==> src/apuRegPkg.sv <==
/* Register map of the APU: bus request and channel write structs,
   address groups and control register field positions */
package apuRegPkg;

  // 5-bit register address, $4000-$4017 seen from the APU side
  typedef logic [4:0] addrT;

  // One CPU bus cycle towards the APU
  typedef struct packed {
    logic       wr;    // Write strobe
    logic       rd;    // Read strobe
    addrT       addr;
    logic [7:0] data;
  } busReqT;

  // One register write as a channel sees it
  typedef struct packed {
    logic       wr;
    logic [1:0] offset;  // Register within the channel group
    logic [7:0] data;
  } chanWriteT;

  // ------------------------------
  // Upper address bits per group
  localparam logic [2:0] sq1Group  = 3'd0;
  localparam logic [2:0] sq2Group  = 3'd1;
  localparam logic [2:0] triGroup  = 3'd2;
  localparam logic [2:0] ctrlGroup = 3'd5;

  localparam addrT statusAddr    = 5'h15;  // Enable write, status read
  localparam addrT frameCtrlAddr = 5'h17;  // Frame counter control

  // ------------------------------
  // Field positions in $17 and in the status byte
  localparam int frameModeBit  = 7;  // 1 selects the 5-step sequence
  localparam int irqInhibitBit = 6;
  localparam int statusIrqBit  = 6;

endpackage

==> src/apuAudioPkg.sv <==
/* Audio side of the APU: sample types, frame tick struct,
   frame sequencer step counts and mixer weights */
package apuAudioPkg;

  typedef logic [3:0]  pulseSampleT;  // Pulse or triangle output level
  typedef logic [15:0] mixSampleT;
  typedef logic [7:0]  lenCountT;

  // Frame sequencer clocks towards the channels
  typedef struct packed {
    logic quarter;  // Envelope and linear counter
    logic half;     // Length counter and sweep
  } frameTickT;

  // ------------------------------
  // Step counts, in ce cycles from the start of a frame
  localparam logic [15:0] quarterStep1 = 16'd7457;
  localparam logic [15:0] halfStep2    = 16'd14913;
  localparam logic [15:0] quarterStep3 = 16'd22371;
  localparam logic [15:0] fourStepEnd  = 16'd29829;
  localparam logic [15:0] fiveStepEnd  = 16'd37281;

  // Linear mixer
  localparam logic [3:0] pulseWeight = 4'd1;
  localparam logic [3:0] triWeight   = 4'd2;

  // Bits in the channel mask and enable vectors
  localparam int sq1Bit = 0;
  localparam int sq2Bit = 1;
  localparam int triBit = 2;

endpackage

==> src/lengthCounter.sv <==
/* Length counter with its 32-entry length table */
`timescale 1ns/10ps

module lengthCounter (
  input  logic       clk,
  input  logic       reset,
  input  logic       ce,
  input  logic       load,       // Offset-3 write to the owning channel
  input  logic [4:0] loadIndex,
  input  logic       halt,
  input  logic       tickHalf,
  input  logic       enable,
  output logic       nonZero
);

  // Lengths are stored already doubled
  localparam apuAudioPkg::lenCountT lenTable [0:31] = '{
    8'd10,  8'd254, 8'd20,  8'd2,   8'd40,  8'd4,   8'd80,  8'd6,
    8'd160, 8'd8,   8'd60,  8'd10,  8'd14,  8'd12,  8'd26,  8'd14,
    8'd12,  8'd16,  8'd24,  8'd18,  8'd48,  8'd20,  8'd96,  8'd22,
    8'd192, 8'd24,  8'd72,  8'd26,  8'd16,  8'd28,  8'd32,  8'd30
  };

  apuAudioPkg::lenCountT count;

  always_ff @(posedge clk) begin
    if (reset) begin
      count <= '0;
    end else if (ce) begin
      if (!enable) begin
        count <= '0;  // Disabled channel is silenced at once
      end else if (load) begin
        count <= lenTable[loadIndex];
      end else if (tickHalf && count != 0 && !halt) begin
        count <= count - 1'b1;
      end
    end
  end

  assign nonZero = (count != 0);

endmodule

==> src/envelopeUnit.sv <==
/* Envelope generator of a pulse channel: divider, decay level and
   constant-volume select */
`timescale 1ns/10ps

module envelopeUnit (
  input  logic                    clk,
  input  logic                    reset,
  input  logic                    ce,
  input  apuRegPkg::chanWriteT    wr,
  input  logic                    tickQuarter,
  output apuAudioPkg::pulseSampleT level
);

  logic       loopEnv;
  logic       constVol;
  logic [3:0] volume;    // Also the divider period
  logic [3:0] divider;
  logic [3:0] decay;
  logic       startFlag;

  always_ff @(posedge clk) begin
    if (reset) begin
      loopEnv   <= 1'b0;
      constVol  <= 1'b0;
      volume    <= '0;
      divider   <= '0;
      decay     <= '0;
      startFlag <= 1'b0;
    end else if (ce) begin
      if (tickQuarter) begin
        if (startFlag) begin
          startFlag <= 1'b0;
          divider   <= volume;
          decay     <= 4'd15;
        end else if (divider == 0) begin
          divider <= volume;
          if (decay != 0 || loopEnv)
            decay <= decay - 1'b1;  // Wraps 0 -> 15 when looping
        end else begin
          divider <= divider - 1'b1;
        end
      end
      // A write in the same cycle as a tick takes effect after it
      if (wr.wr && wr.offset == 2'd0) begin
        loopEnv  <= wr.data[5];
        constVol <= wr.data[4];
        volume   <= wr.data[3:0];
      end
      if (wr.wr && wr.offset == 2'd3)
        startFlag <= 1'b1;
    end
  end

  assign level = constVol ? volume : decay;

endmodule

==> src/squareChannel.sv <==
/* Pulse channel with period timer, duty sequencer, sweep unit and output
   gating, plus its envelope and length counter */
`timescale 1ns/10ps

module squareChannel #(
  parameter bit sweepCarry = 1'b0  // 1 gives the two's-complement negate
) (
  input  logic                     clk,
  input  logic                     reset,
  input  logic                     ce,
  input  apuRegPkg::chanWriteT     wr,
  input  apuAudioPkg::frameTickT   tick,
  input  logic                     enable,
  output apuAudioPkg::pulseSampleT sample,
  output logic                     nonZero
);

  logic [1:0]  duty;
  logic        lenHalt;      // Shares bit 5 with the envelope loop
  logic        sweepEnable;
  logic        sweepNegate;
  logic        sweepReload;
  logic [2:0]  sweepPeriod;
  logic [2:0]  sweepDivider;
  logic [2:0]  sweepShift;
  logic [10:0] period;
  logic [11:0] timer;
  logic [2:0]  seqPos;
  logic        dutyHigh;

  apuAudioPkg::pulseSampleT envLevel;

  // ------------------------------
  // Sweep adder and frequency check
  logic [10:0] shifted;
  logic [10:0] sweepRhs;
  logic [11:0] sweepTarget;
  logic        validFreq;

  assign shifted     = period >> sweepShift;
  assign sweepRhs    = sweepNegate ? (~shifted + {10'b0, sweepCarry}) : shifted;
  assign sweepTarget = {1'b0, period} + {1'b0, sweepRhs};
  // Periods below 8 are muted
  assign validFreq   = (period[10:3] != 8'd0) && (sweepNegate || !sweepTarget[11]);

  always_ff @(posedge clk) begin
    if (reset) begin
      duty         <= '0;
      lenHalt      <= 1'b0;
      sweepEnable  <= 1'b0;
      sweepNegate  <= 1'b0;
      sweepReload  <= 1'b0;
      sweepPeriod  <= '0;
      sweepDivider <= '0;
      sweepShift   <= '0;
      period       <= '0;
      timer        <= '0;
      seqPos       <= '0;
    end else if (ce) begin
      if (wr.wr) begin
        case (wr.offset)
          2'd0: begin
            duty    <= wr.data[7:6];
            lenHalt <= wr.data[5];
          end
          2'd1: begin
            sweepEnable <= wr.data[7];
            sweepPeriod <= wr.data[6:4];
            sweepNegate <= wr.data[3];
            sweepShift  <= wr.data[2:0];
            sweepReload <= 1'b1;
          end
          2'd2: period[7:0] <= wr.data;
          default: begin
            period[10:8] <= wr.data[2:0];
            seqPos       <= '0;  // Restart the duty cycle
          end
        endcase
      end

      // Timer runs at half the CPU rate so the reload is doubled
      if (timer == 0) begin
        timer  <= {period, 1'b0};
        seqPos <= seqPos - 1'b1;
      end else begin
        timer <= timer - 1'b1;
      end

      if (tick.half) begin
        if (sweepDivider == 0) begin
          sweepDivider <= sweepPeriod;
          if (sweepEnable && sweepShift != 0 && validFreq)
            period <= sweepTarget[10:0];
        end else begin
          sweepDivider <= sweepDivider - 1'b1;
        end
        if (sweepReload)
          sweepDivider <= sweepPeriod;
        sweepReload <= 1'b0;
      end
    end
  end

  always_comb begin
    case (duty)
      2'd0:    dutyHigh = (seqPos == 3'd7);  // 12.5%
      2'd1:    dutyHigh = (seqPos >= 3'd6);  // 25%
      2'd2:    dutyHigh = (seqPos >= 3'd4);  // 50%
      default: dutyHigh = (seqPos < 3'd6);   // 75%
    endcase
  end

  assign sample = (nonZero && validFreq && dutyHigh) ? envLevel : '0;

  envelopeUnit u_envelopeUnit (
    .clk        (clk),
    .reset      (reset),
    .ce         (ce),
    .wr         (wr),
    .tickQuarter(tick.quarter),
    .level      (envLevel)
  );

  lengthCounter u_lengthCounter (
    .clk      (clk),
    .reset    (reset),
    .ce       (ce),
    .load     (wr.wr && wr.offset == 2'd3),
    .loadIndex(wr.data[7:3]),
    .halt     (lenHalt),
    .tickHalf (tick.half),
    .enable   (enable),
    .nonZero  (nonZero)
  );

endmodule

==> src/triangleChannel.sv <==
/* Triangle channel: linear counter, period timer and 32-step ramp
   sequencer, with its length counter */
`timescale 1ns/10ps

module triangleChannel (
  input  logic                     clk,
  input  logic                     reset,
  input  logic                     ce,
  input  apuRegPkg::chanWriteT     wr,
  input  apuAudioPkg::frameTickT   tick,
  input  logic                     enable,
  output apuAudioPkg::pulseSampleT sample,
  output logic                     nonZero
);

  logic [10:0] period;
  logic [10:0] timer;
  logic [4:0]  seqPos;
  logic        linCtrl;     // Control flag, also halts the length counter
  logic        linReload;   // Reload flag set by an offset-3 write
  logic [6:0]  linPeriod;
  logic [6:0]  linCount;

  always_ff @(posedge clk) begin
    if (reset) begin
      period    <= '0;
      timer     <= '0;
      seqPos    <= '0;
      linCtrl   <= 1'b0;
      linReload <= 1'b0;
      linPeriod <= '0;
      linCount  <= '0;
    end else if (ce) begin
      if (wr.wr) begin
        case (wr.offset)
          2'd0: begin
            linCtrl   <= wr.data[7];
            linPeriod <= wr.data[6:0];
          end
          2'd2: period[7:0] <= wr.data;
          2'd3: begin
            period[10:8] <= wr.data[2:0];
            linReload    <= 1'b1;
          end
          default: ;  // Offset 1 is unused on this channel
        endcase
      end

      if (timer == 0)
        timer <= period;
      else
        timer <= timer - 1'b1;

      if (tick.quarter) begin
        if (linReload)
          linCount <= linPeriod;
        else if (linCount != 0)
          linCount <= linCount - 1'b1;
        if (!linCtrl)
          linReload <= 1'b0;
      end

      // Ramp holds its level while either counter is empty
      if (timer == 0 && nonZero && linCount != 0)
        seqPos <= seqPos + 1'b1;
    end
  end

  // 15 down to 0, then 0 up to 15
  assign sample = seqPos[3:0] ^ {4{~seqPos[4]}};

  lengthCounter u_lengthCounter (
    .clk      (clk),
    .reset    (reset),
    .ce       (ce),
    .load     (wr.wr && wr.offset == 2'd3),
    .loadIndex(wr.data[7:3]),
    .halt     (linCtrl),
    .tickHalf (tick.half),
    .enable   (enable),
    .nonZero  (nonZero)
  );

endmodule

==> src/frameSequencer.sv <==
/* Frame sequencer: step counter, 4/5-step mode, odd/even clock and
   the frame interrupt */
`timescale 1ns/10ps

module frameSequencer (
  input  logic                   clk,
  input  logic                   reset,
  input  logic                   ce,
  input  apuRegPkg::busReqT      bus,
  input  logic                   frameCtrlWr,  // Write to $17
  output apuAudioPkg::frameTickT tick,
  output logic                   frameIrq,
  output logic                   irq,
  output logic                   oddCycle
);

  logic        fiveStep;
  logic        inhibit;
  logic        wroteLate;   // $17 write landed on an odd cycle
  logic [15:0] stepCount;
  logic        statusRead;
  logic        setIrq;
  logic        clearIrq;

  assign statusRead = bus.rd && bus.addr == apuRegPkg::statusAddr;
  assign setIrq     = stepCount == apuAudioPkg::fourStepEnd && !fiveStep && !inhibit;
  assign clearIrq   = statusRead ||
                      (frameCtrlWr && bus.data[apuRegPkg::irqInhibitBit]);

  always_ff @(posedge clk) begin
    if (reset) begin
      fiveStep  <= 1'b0;
      inhibit   <= 1'b0;
      wroteLate <= 1'b0;
      stepCount <= 16'd4;
      tick      <= '0;
      frameIrq  <= 1'b0;
      oddCycle  <= 1'b0;
    end else if (ce) begin
      oddCycle  <= !oddCycle;
      stepCount <= stepCount + 1'b1;
      tick      <= '0;

      // Setting wins over a clear in the same cycle
      if (setIrq)
        frameIrq <= 1'b1;
      else if (clearIrq)
        frameIrq <= 1'b0;

      // ------------------------------
      // Step decode
      case (stepCount)
        apuAudioPkg::quarterStep1: tick.quarter <= 1'b1;
        apuAudioPkg::halfStep2:    tick <= '{quarter: 1'b1, half: 1'b1};
        apuAudioPkg::quarterStep3: tick.quarter <= 1'b1;
        apuAudioPkg::fourStepEnd: begin
          if (!fiveStep) begin
            tick      <= '{quarter: 1'b1, half: 1'b1};
            stepCount <= '0;
          end
        end
        apuAudioPkg::fiveStepEnd: begin
          tick      <= '{quarter: 1'b1, half: 1'b1};
          stepCount <= '0;
        end
        default: ;
      endcase

      wroteLate <= 1'b0;
      if (wroteLate) begin
        if (fiveStep)
          tick <= '{quarter: 1'b1, half: 1'b1};
        stepCount <= '0;
      end

      // ------------------------------
      // $17 write, immediate on even cycles
      if (frameCtrlWr) begin
        fiveStep  <= bus.data[apuRegPkg::frameModeBit];
        inhibit   <= bus.data[apuRegPkg::irqInhibitBit];
        wroteLate <= oddCycle;
        if (!oddCycle) begin
          if (bus.data[apuRegPkg::frameModeBit])
            tick <= '{quarter: 1'b1, half: 1'b1};
          stepCount <= '0;
        end
      end
    end
  end

  assign irq = frameIrq;  // Only interrupt source left

endmodule

==> src/apuStatus.sv <==
/* Write decode into channel strobes, $15 enable register and the
   status byte */
`timescale 1ns/10ps

module apuStatus (
  input  logic                 clk,
  input  logic                 reset,
  input  logic                 ce,
  input  apuRegPkg::busReqT    bus,
  input  logic [2:0]           chanNonZero,
  input  logic                 frameIrq,
  output apuRegPkg::chanWriteT sq1Wr,
  output apuRegPkg::chanWriteT sq2Wr,
  output apuRegPkg::chanWriteT triWr,
  output logic                 frameCtrlWr,
  output logic [2:0]           enables,
  output logic [7:0]           dout
);

  logic ctrlWr;
  logic enableWr;

  // Strobe for one channel group, offset kept as the low address bits
  function automatic apuRegPkg::chanWriteT groupWrite(
    input apuRegPkg::busReqT req,
    input logic [2:0]        group
  );
    groupWrite.wr     = req.wr && req.addr[4:2] == group;
    groupWrite.offset = req.addr[1:0];
    groupWrite.data   = req.data;
  endfunction

  assign sq1Wr = groupWrite(bus, apuRegPkg::sq1Group);
  assign sq2Wr = groupWrite(bus, apuRegPkg::sq2Group);
  assign triWr = groupWrite(bus, apuRegPkg::triGroup);

  assign ctrlWr      = bus.wr && bus.addr[4:2] == apuRegPkg::ctrlGroup;
  assign enableWr    = ctrlWr && bus.addr[1:0] == apuRegPkg::statusAddr[1:0];
  assign frameCtrlWr = ctrlWr && bus.addr[1:0] == apuRegPkg::frameCtrlAddr[1:0];

  always_ff @(posedge clk) begin
    if (reset)
      enables <= '0;
    else if (ce && enableWr)
      enables <= bus.data[2:0];
  end

  // Bits 3, 4 and 7 belong to removed channels
  always_comb begin
    dout = '0;
    dout[2:0] = chanNonZero;
    dout[apuRegPkg::statusIrqBit] = frameIrq;
  end

endmodule

==> src/audioMixer.sv <==
/* Masked linear mixer with a registered output */
`timescale 1ns/10ps

module audioMixer (
  input  logic                     clk,
  input  logic                     reset,
  input  apuAudioPkg::pulseSampleT sq1,
  input  apuAudioPkg::pulseSampleT sq2,
  input  apuAudioPkg::pulseSampleT triangle,
  input  logic [2:0]               chanMask,
  output apuAudioPkg::mixSampleT   sample
);

  apuAudioPkg::mixSampleT pulseSum;
  apuAudioPkg::mixSampleT triPart;

  assign pulseSum = (chanMask[apuAudioPkg::sq1Bit] ? 16'(sq1) : 16'd0) +
                    (chanMask[apuAudioPkg::sq2Bit] ? 16'(sq2) : 16'd0);
  assign triPart  = chanMask[apuAudioPkg::triBit] ? 16'(triangle) : 16'd0;

  always_ff @(posedge clk) begin
    if (reset)
      sample <= '0;
    else
      sample <= 16'(apuAudioPkg::pulseWeight) * pulseSum +
                16'(apuAudioPkg::triWeight) * triPart;
  end

endmodule

==> src/apuTop.sv <==
/* APU top level: bus decode, frame sequencer, two pulse channels,
   triangle channel and mixer */
`timescale 1ns/10ps

module apuTop (
  input  logic                   clk,
  input  logic                   reset,
  input  logic                   ce,
  input  apuRegPkg::busReqT      bus,
  input  logic [2:0]             chanMask,
  output logic [7:0]             dout,
  output logic                   irq,
  output logic                   oddCycle,
  output apuAudioPkg::mixSampleT sample
);

  apuRegPkg::chanWriteT     sq1Wr, sq2Wr, triWr;
  apuAudioPkg::frameTickT   tick;
  apuAudioPkg::pulseSampleT sq1Sample, sq2Sample, triSample;
  logic                     frameCtrlWr;
  logic                     frameIrq;
  logic [2:0]               enables;
  logic [2:0]               chanNonZero;  // Indexed like the mask

  apuStatus u_apuStatus (
    .clk(clk), .reset(reset), .ce(ce), .bus(bus),
    .chanNonZero(chanNonZero), .frameIrq(frameIrq),
    .sq1Wr(sq1Wr), .sq2Wr(sq2Wr), .triWr(triWr),
    .frameCtrlWr(frameCtrlWr), .enables(enables), .dout(dout)
  );

  frameSequencer u_frameSequencer (
    .clk(clk), .reset(reset), .ce(ce), .bus(bus), .frameCtrlWr(frameCtrlWr),
    .tick(tick), .frameIrq(frameIrq), .irq(irq), .oddCycle(oddCycle)
  );

  // Pulse 1 negates with one's complement, pulse 2 with two's complement
  squareChannel #(.sweepCarry(1'b0)) u_sq1 (
    .clk(clk), .reset(reset), .ce(ce), .wr(sq1Wr), .tick(tick),
    .enable(enables[apuAudioPkg::sq1Bit]), .sample(sq1Sample),
    .nonZero(chanNonZero[apuAudioPkg::sq1Bit])
  );

  squareChannel #(.sweepCarry(1'b1)) u_sq2 (
    .clk(clk), .reset(reset), .ce(ce), .wr(sq2Wr), .tick(tick),
    .enable(enables[apuAudioPkg::sq2Bit]), .sample(sq2Sample),
    .nonZero(chanNonZero[apuAudioPkg::sq2Bit])
  );

  triangleChannel u_tri (
    .clk(clk), .reset(reset), .ce(ce), .wr(triWr), .tick(tick),
    .enable(enables[apuAudioPkg::triBit]), .sample(triSample),
    .nonZero(chanNonZero[apuAudioPkg::triBit])
  );

  audioMixer u_audioMixer (
    .clk(clk), .reset(reset), .sq1(sq1Sample), .sq2(sq2Sample),
    .triangle(triSample), .chanMask(chanMask), .sample(sample)
  );

endmodule

==> config.mk <==
export PLATFORM = sky130hd
export DESIGN_NAME = apuTop
export DESIGN_NICKNAME = d
export VERILOG_FILES = /design/src/apuRegPkg.sv /design/src/apuAudioPkg.sv /design/src/lengthCounter.sv /design/src/envelopeUnit.sv /design/src/squareChannel.sv /design/src/triangleChannel.sv /design/src/frameSequencer.sv /design/src/apuStatus.sv /design/src/audioMixer.sv /design/src/apuTop.sv
export SDC_FILE = /design/constraint.sdc
export NUM_CORES = 1
export LEC_CHECK = 0
export BUFFER_PORTS_ARGS = -buffer_cell sky130_fd_sc_hd__buf_4
export CAP_MARGIN = 20
export CORE_MARGIN = 2
export CORE_UTILIZATION = 45
export CTS_BUF_LIST = sky130_fd_sc_hd__clkbuf_4 sky130_fd_sc_hd__clkbuf_8
export CTS_CLUSTER_DIAMETER = 50
export CTS_CLUSTER_SIZE = 12
export DETAILED_ROUTE_END_ITERATION = 8
export PLACE_DENSITY_LB_ADDON = 0.1
export SLEW_MARGIN = 10
export SYNTH_ARGS = -nofsm -noshare
export SYNTH_HDL_FRONTEND = slang
export SYNTH_SLANG_ARGS = --single-unit
export TNS_END_PERCENT = 100
==> constraint.sdc <==
create_clock -name clk -period 4.8 [get_ports clk]
set_clock_uncertainty 0.15 [all_clocks]
set_input_delay 1.44 -clock clk [delete_from_list [all_inputs] [get_ports clk]]
set_output_delay 1.44 -clock clk [all_outputs]
set_load 0.02 [all_outputs]
==> flow_summary_export.csv <==
group,metric,value,unit
floorplanning,io_pins,47,
drt,wl_per_cell,18.0,um
placed_design,dp_cells,2171,
job,drv_cap,0,
floorplanning,die_w,179,um
timing,final-hold-violation-count,0,
drt,routed_wl,40200,um
setup_path,worstSetupPathType,"flop to flop",
clock_tree,clk_pin_slew,70,ps
global_routing,grt_max_degree,58,
synth,seq_area_frac_synth,30.8,%
worst_hold_path,hold_path.class,"flop to flop",
floorplanning,fp.dieH,179,um
final_layout,layout-drive-gt1-share,15.3,%
synth,netlist_instances,1759,
floorplanning,initial_core_util,46.0,%
clock_tree,cts_made_buffers,34,
synth,synth_flop_cell,"dfxtp_1",
placed_design,place_congestion,0.891,
global_routing,grt.total_usage,25.3,%
timing,setup_tns,-599,ps
final_layout,final_cells,2238,
drt,vias,13100,
synth,synthArstFlopShare,0,%
final_layout,final_common_cell,"dfxtp_1",
setup_path,critPathCaptureType,"flop",
run_status,status,"finished, violations left",
global_routing,grt_pass1_vias,12300,
timing,drv_slew,0,
clock_tree,cts-root-buf,"clkbuf_8",
pwr,vdd_ir_drop_max,0.000200,V
floorplanning,fp.dieArea,31900,sq um
synth,avgSynthCellArea,7.81,sq um
timing,rsz0062_at_grt,"yes",
final_layout,antennaDiodeCount,0,
setup_path,crit_end,"u_audioMixer.sample[4]$_SDFF_PP0_",
synth,synth-seq-cells,211,
clock_tree,cts_tree,"built",
synth,synth.cell_area,13700,sq um
timing,finalWorstSetupSlack,-182,ps
drt,via_per_inst,5.85,
synth,synth_edf_count,0,
global_routing,antenna_found_initial,0,
global_routing,grt_pass1_wl,64900,um
setup_path,rr_startpoint,"u_sq2.sweepShift[0]$_SDFFE_PP0P_",
pwr,p_leak,6.15,nW
drt,drt_iter0_drc,919,
setup_path,timing.rr.end,"u_audioMixer.sample[4]$_SDFF_PP0_",
synth,yosysWarnings,0,
clock_tree,insertion_delay,540,ps
floorplanning,rows,63,
timing,worstMarginPinSlew,835,ps
setup_path,rrSetupSlack,-180,ps
drt,dr.pass1.iters,7,
placed_design,dp_hpwl,28000,um
timing,finalCritPeriodShare,104,%
final_layout,area_growth,14.4,%
timing,post-route-min-period,4980,ps
run_status,violations,"setup timing",
setup_path,startpoint,"u_sq2.sweepShift[0]$_SDFFE_PP0P_",
clock_tree,ctsHoldBuffers,0,
setup_path,worst_ep_arrival_time,5230,ps
synth,yosysUniqueCellTypes,93,
pwr,power_density,340,nW/um^2
drt,ant_nets,0,
clock_tree,cts-htree-levels,2,
timing,final-setup-viol-count,4,
timing,relSlewSlack,44.1,%
floorplanning,core,29900,sq um
setup_path,path_max_fanout,4,
setup_path,r2r_cells,20,
final_layout,final_cell_mix,"dfxtp_1 (209), nand2_1 (187), nor2_1 (182)",
setup_path,crit_path_start_kind,"flop",
setup_path,cp.required,5050,ps
drt,drcViolationCount,0,
final_layout,final_core_util,52.6,%
timing,worst_hold_slack,304,ps
final_layout,nets,1912,
clock_tree,clockBufferDepth,3,
timing,fmax,201,MHz
global_routing,grt_remaining_overflow,0,
placed_design,io_buffer_count,32,
pwr,total_power,0.00534,W
clock_tree,cts_sinks,211,
## critical path, stage by stage (launching register included)
cell	delay, ps
dfxtp_4	360
mux4_2	520
buf_4	150
or4_4	520
o21ai_2	100
nand4_1	150
o21ai_1	200
xnor2_1	90
ha_1	340
buf_4	150
a211oi_2	200
o31a_1	280
and3_4	270
nand2_4	50
fa_1	550
inv_2	60
ha_4	200
a21o_1	170
a21oi_2	130
xor2_1	150
nor2_1	50
## layer usage
layer / track usage (%) / vias up / share of wire [%]
met5: 0 / - / 0
met1: 34.7 / 6239 / 47
met3: 3.52 / 58 / 5.4
met4: 5.59 / 0 / 1.8
li1: - / 6447 / -
met2: 42.2 / 343 / 46
## cell usage after synthesis (all sizes together) (10+ instances only)
cell type	instances	share of area, %
dfxtp	211	31
nand2	188	5.1
nor2	183	5.0
a21oi	176	6.4
o21ai	86	3.2
clkbuf	83	2.3
nand3	82	3.0
mux2i	68	5.0
inv	66	1.8
ha	62	5.6
buf	41	2.0
nor3	40	1.5
xnor2	33	2.1
xor2	32	2.0
a211oi	30	1.6
a31oi	24	1.1
nand4	23	1.0
nor2b	23	1.0
nand3b	20	1.2
nor4	19	0.87
o211ai	18	0.98
o31ai	14	0.80
or2	11	0.50
and2	10	0.47
and3	10	0.46
nand2b	10	0.46
nor4b	10	0.79
o2111ai	10	0.64
or3	10	0.46
or4	10	0.57
## where the power goes
part	total (W)	internal [W]	switching, W	leakage, nW
clock network	0.00186	0.00103	0.000831	0.387
registers	0.00206	0.00190	0.000162	1.71
logic	0.00142	0.000553	0.000871	4.05
total	0.00534	0.00348	0.00186	6.15
## flip-flops by register name, summed over array words and instances, names as in the netlist, 8 cells and up
signal / flops
u_tri.period: 11
u_sq2.u_lengthCounter.count: 8
u_sq1.timer: 12
u_sq1.u_lengthCounter.count: 8
u_sq2.period: 11
u_sq2.timer: 12
u_tri.u_lengthCounter.count: 8
u_frameSequencer.stepCount: 16
u_sq1.period: 11
u_tri.timer: 11
## metrics by stage
| stage | setup WS [ps] | instance area (sq um) |
|---|---|---|
| 6_report | -182 | 15700 |
| 5_1_grt | -384 | 15700 |
| 4_1_cts | -191 | 15600 |
| 3_5_place_dp | -360 | 14700 |
| 3_3_place_gp | -272 | 14700 |
| 2_1_floorplan | -1.12 | 13800 |
## kinds of logic (layout without fill, tap and decap cells)
group / Yosys count / count (layout) / share of synthesized area, %
adder cells (fa/ha/maj): 68 / 68 / 6.52
AND/OR/NAND/NOR: 677 / 677 / 24.3
buffers and inverters: 196 / 272 / 6.35
XOR/XNOR: 65 / 65 / 4.15
other: 1 / 14 / 0.0273
multiplexers: 82 / 82 / 6.62
flip-flops: 211 / 211 / 30.8
AO/OA/AOI/OAI: 459 / 459 / 21.3
## what timing repair did
action / 4_1_cts / 5_1_grt
pin swaps: 17 / 9
endpoints found under the setup margin: 4 / 4
resized for setup: 18 / 11
setup buffers: 3 / 3
## how the worst min path moves through the flow
| stage | endpoint | cells after the start | slack, ps | from |
|---|---|---|---|---|
| finish | u_sq1.sweepDivider[1]$_SDFFE_PP0P_ | 2 | 300 | u_sq1.sweepDivider[1]$_SDFFE_PP0P_ |
| global route | u_sq1.sweepEnable$_SDFFE_PP0P_ | 2 | 330 | u_sq1.sweepEnable$_SDFFE_PP0P_ |
| CTS | u_sq1.sweepDivider[1]$_SDFFE_PP0P_ | 2 | 300 | u_sq1.sweepDivider[1]$_SDFFE_PP0P_ |
| detailed placement | u_sq1.sweepDivider[1]$_SDFFE_PP0P_ | 2 | 300 | u_sq1.sweepDivider[1]$_SDFFE_PP0P_ |
| global placement | u_sq1.sweepDivider[1]$_SDFFE_PP0P_ | 2 | 290 | u_sq1.sweepDivider[1]$_SDFFE_PP0P_ |
| floorplan | u_sq1.sweepDivider[1]$_SDFFE_PP0P_ | 2 | 280 | u_sq1.sweepDivider[1]$_SDFFE_PP0P_ |
## final cells by class
cell class / count / area, sq um
Clock inverter: 21 / 270
Timing Repair Buffer: 140 / 1070
Sequential cell: 211 / 4230
Clock buffer: 40 / 526
Multi-Input combinational cell: 1365 / 8860
Tap cell: 390 / 488
Inverter: 71 / 267
Fill cell: 2886 / 14200
(Power assumes the default switching activity.)
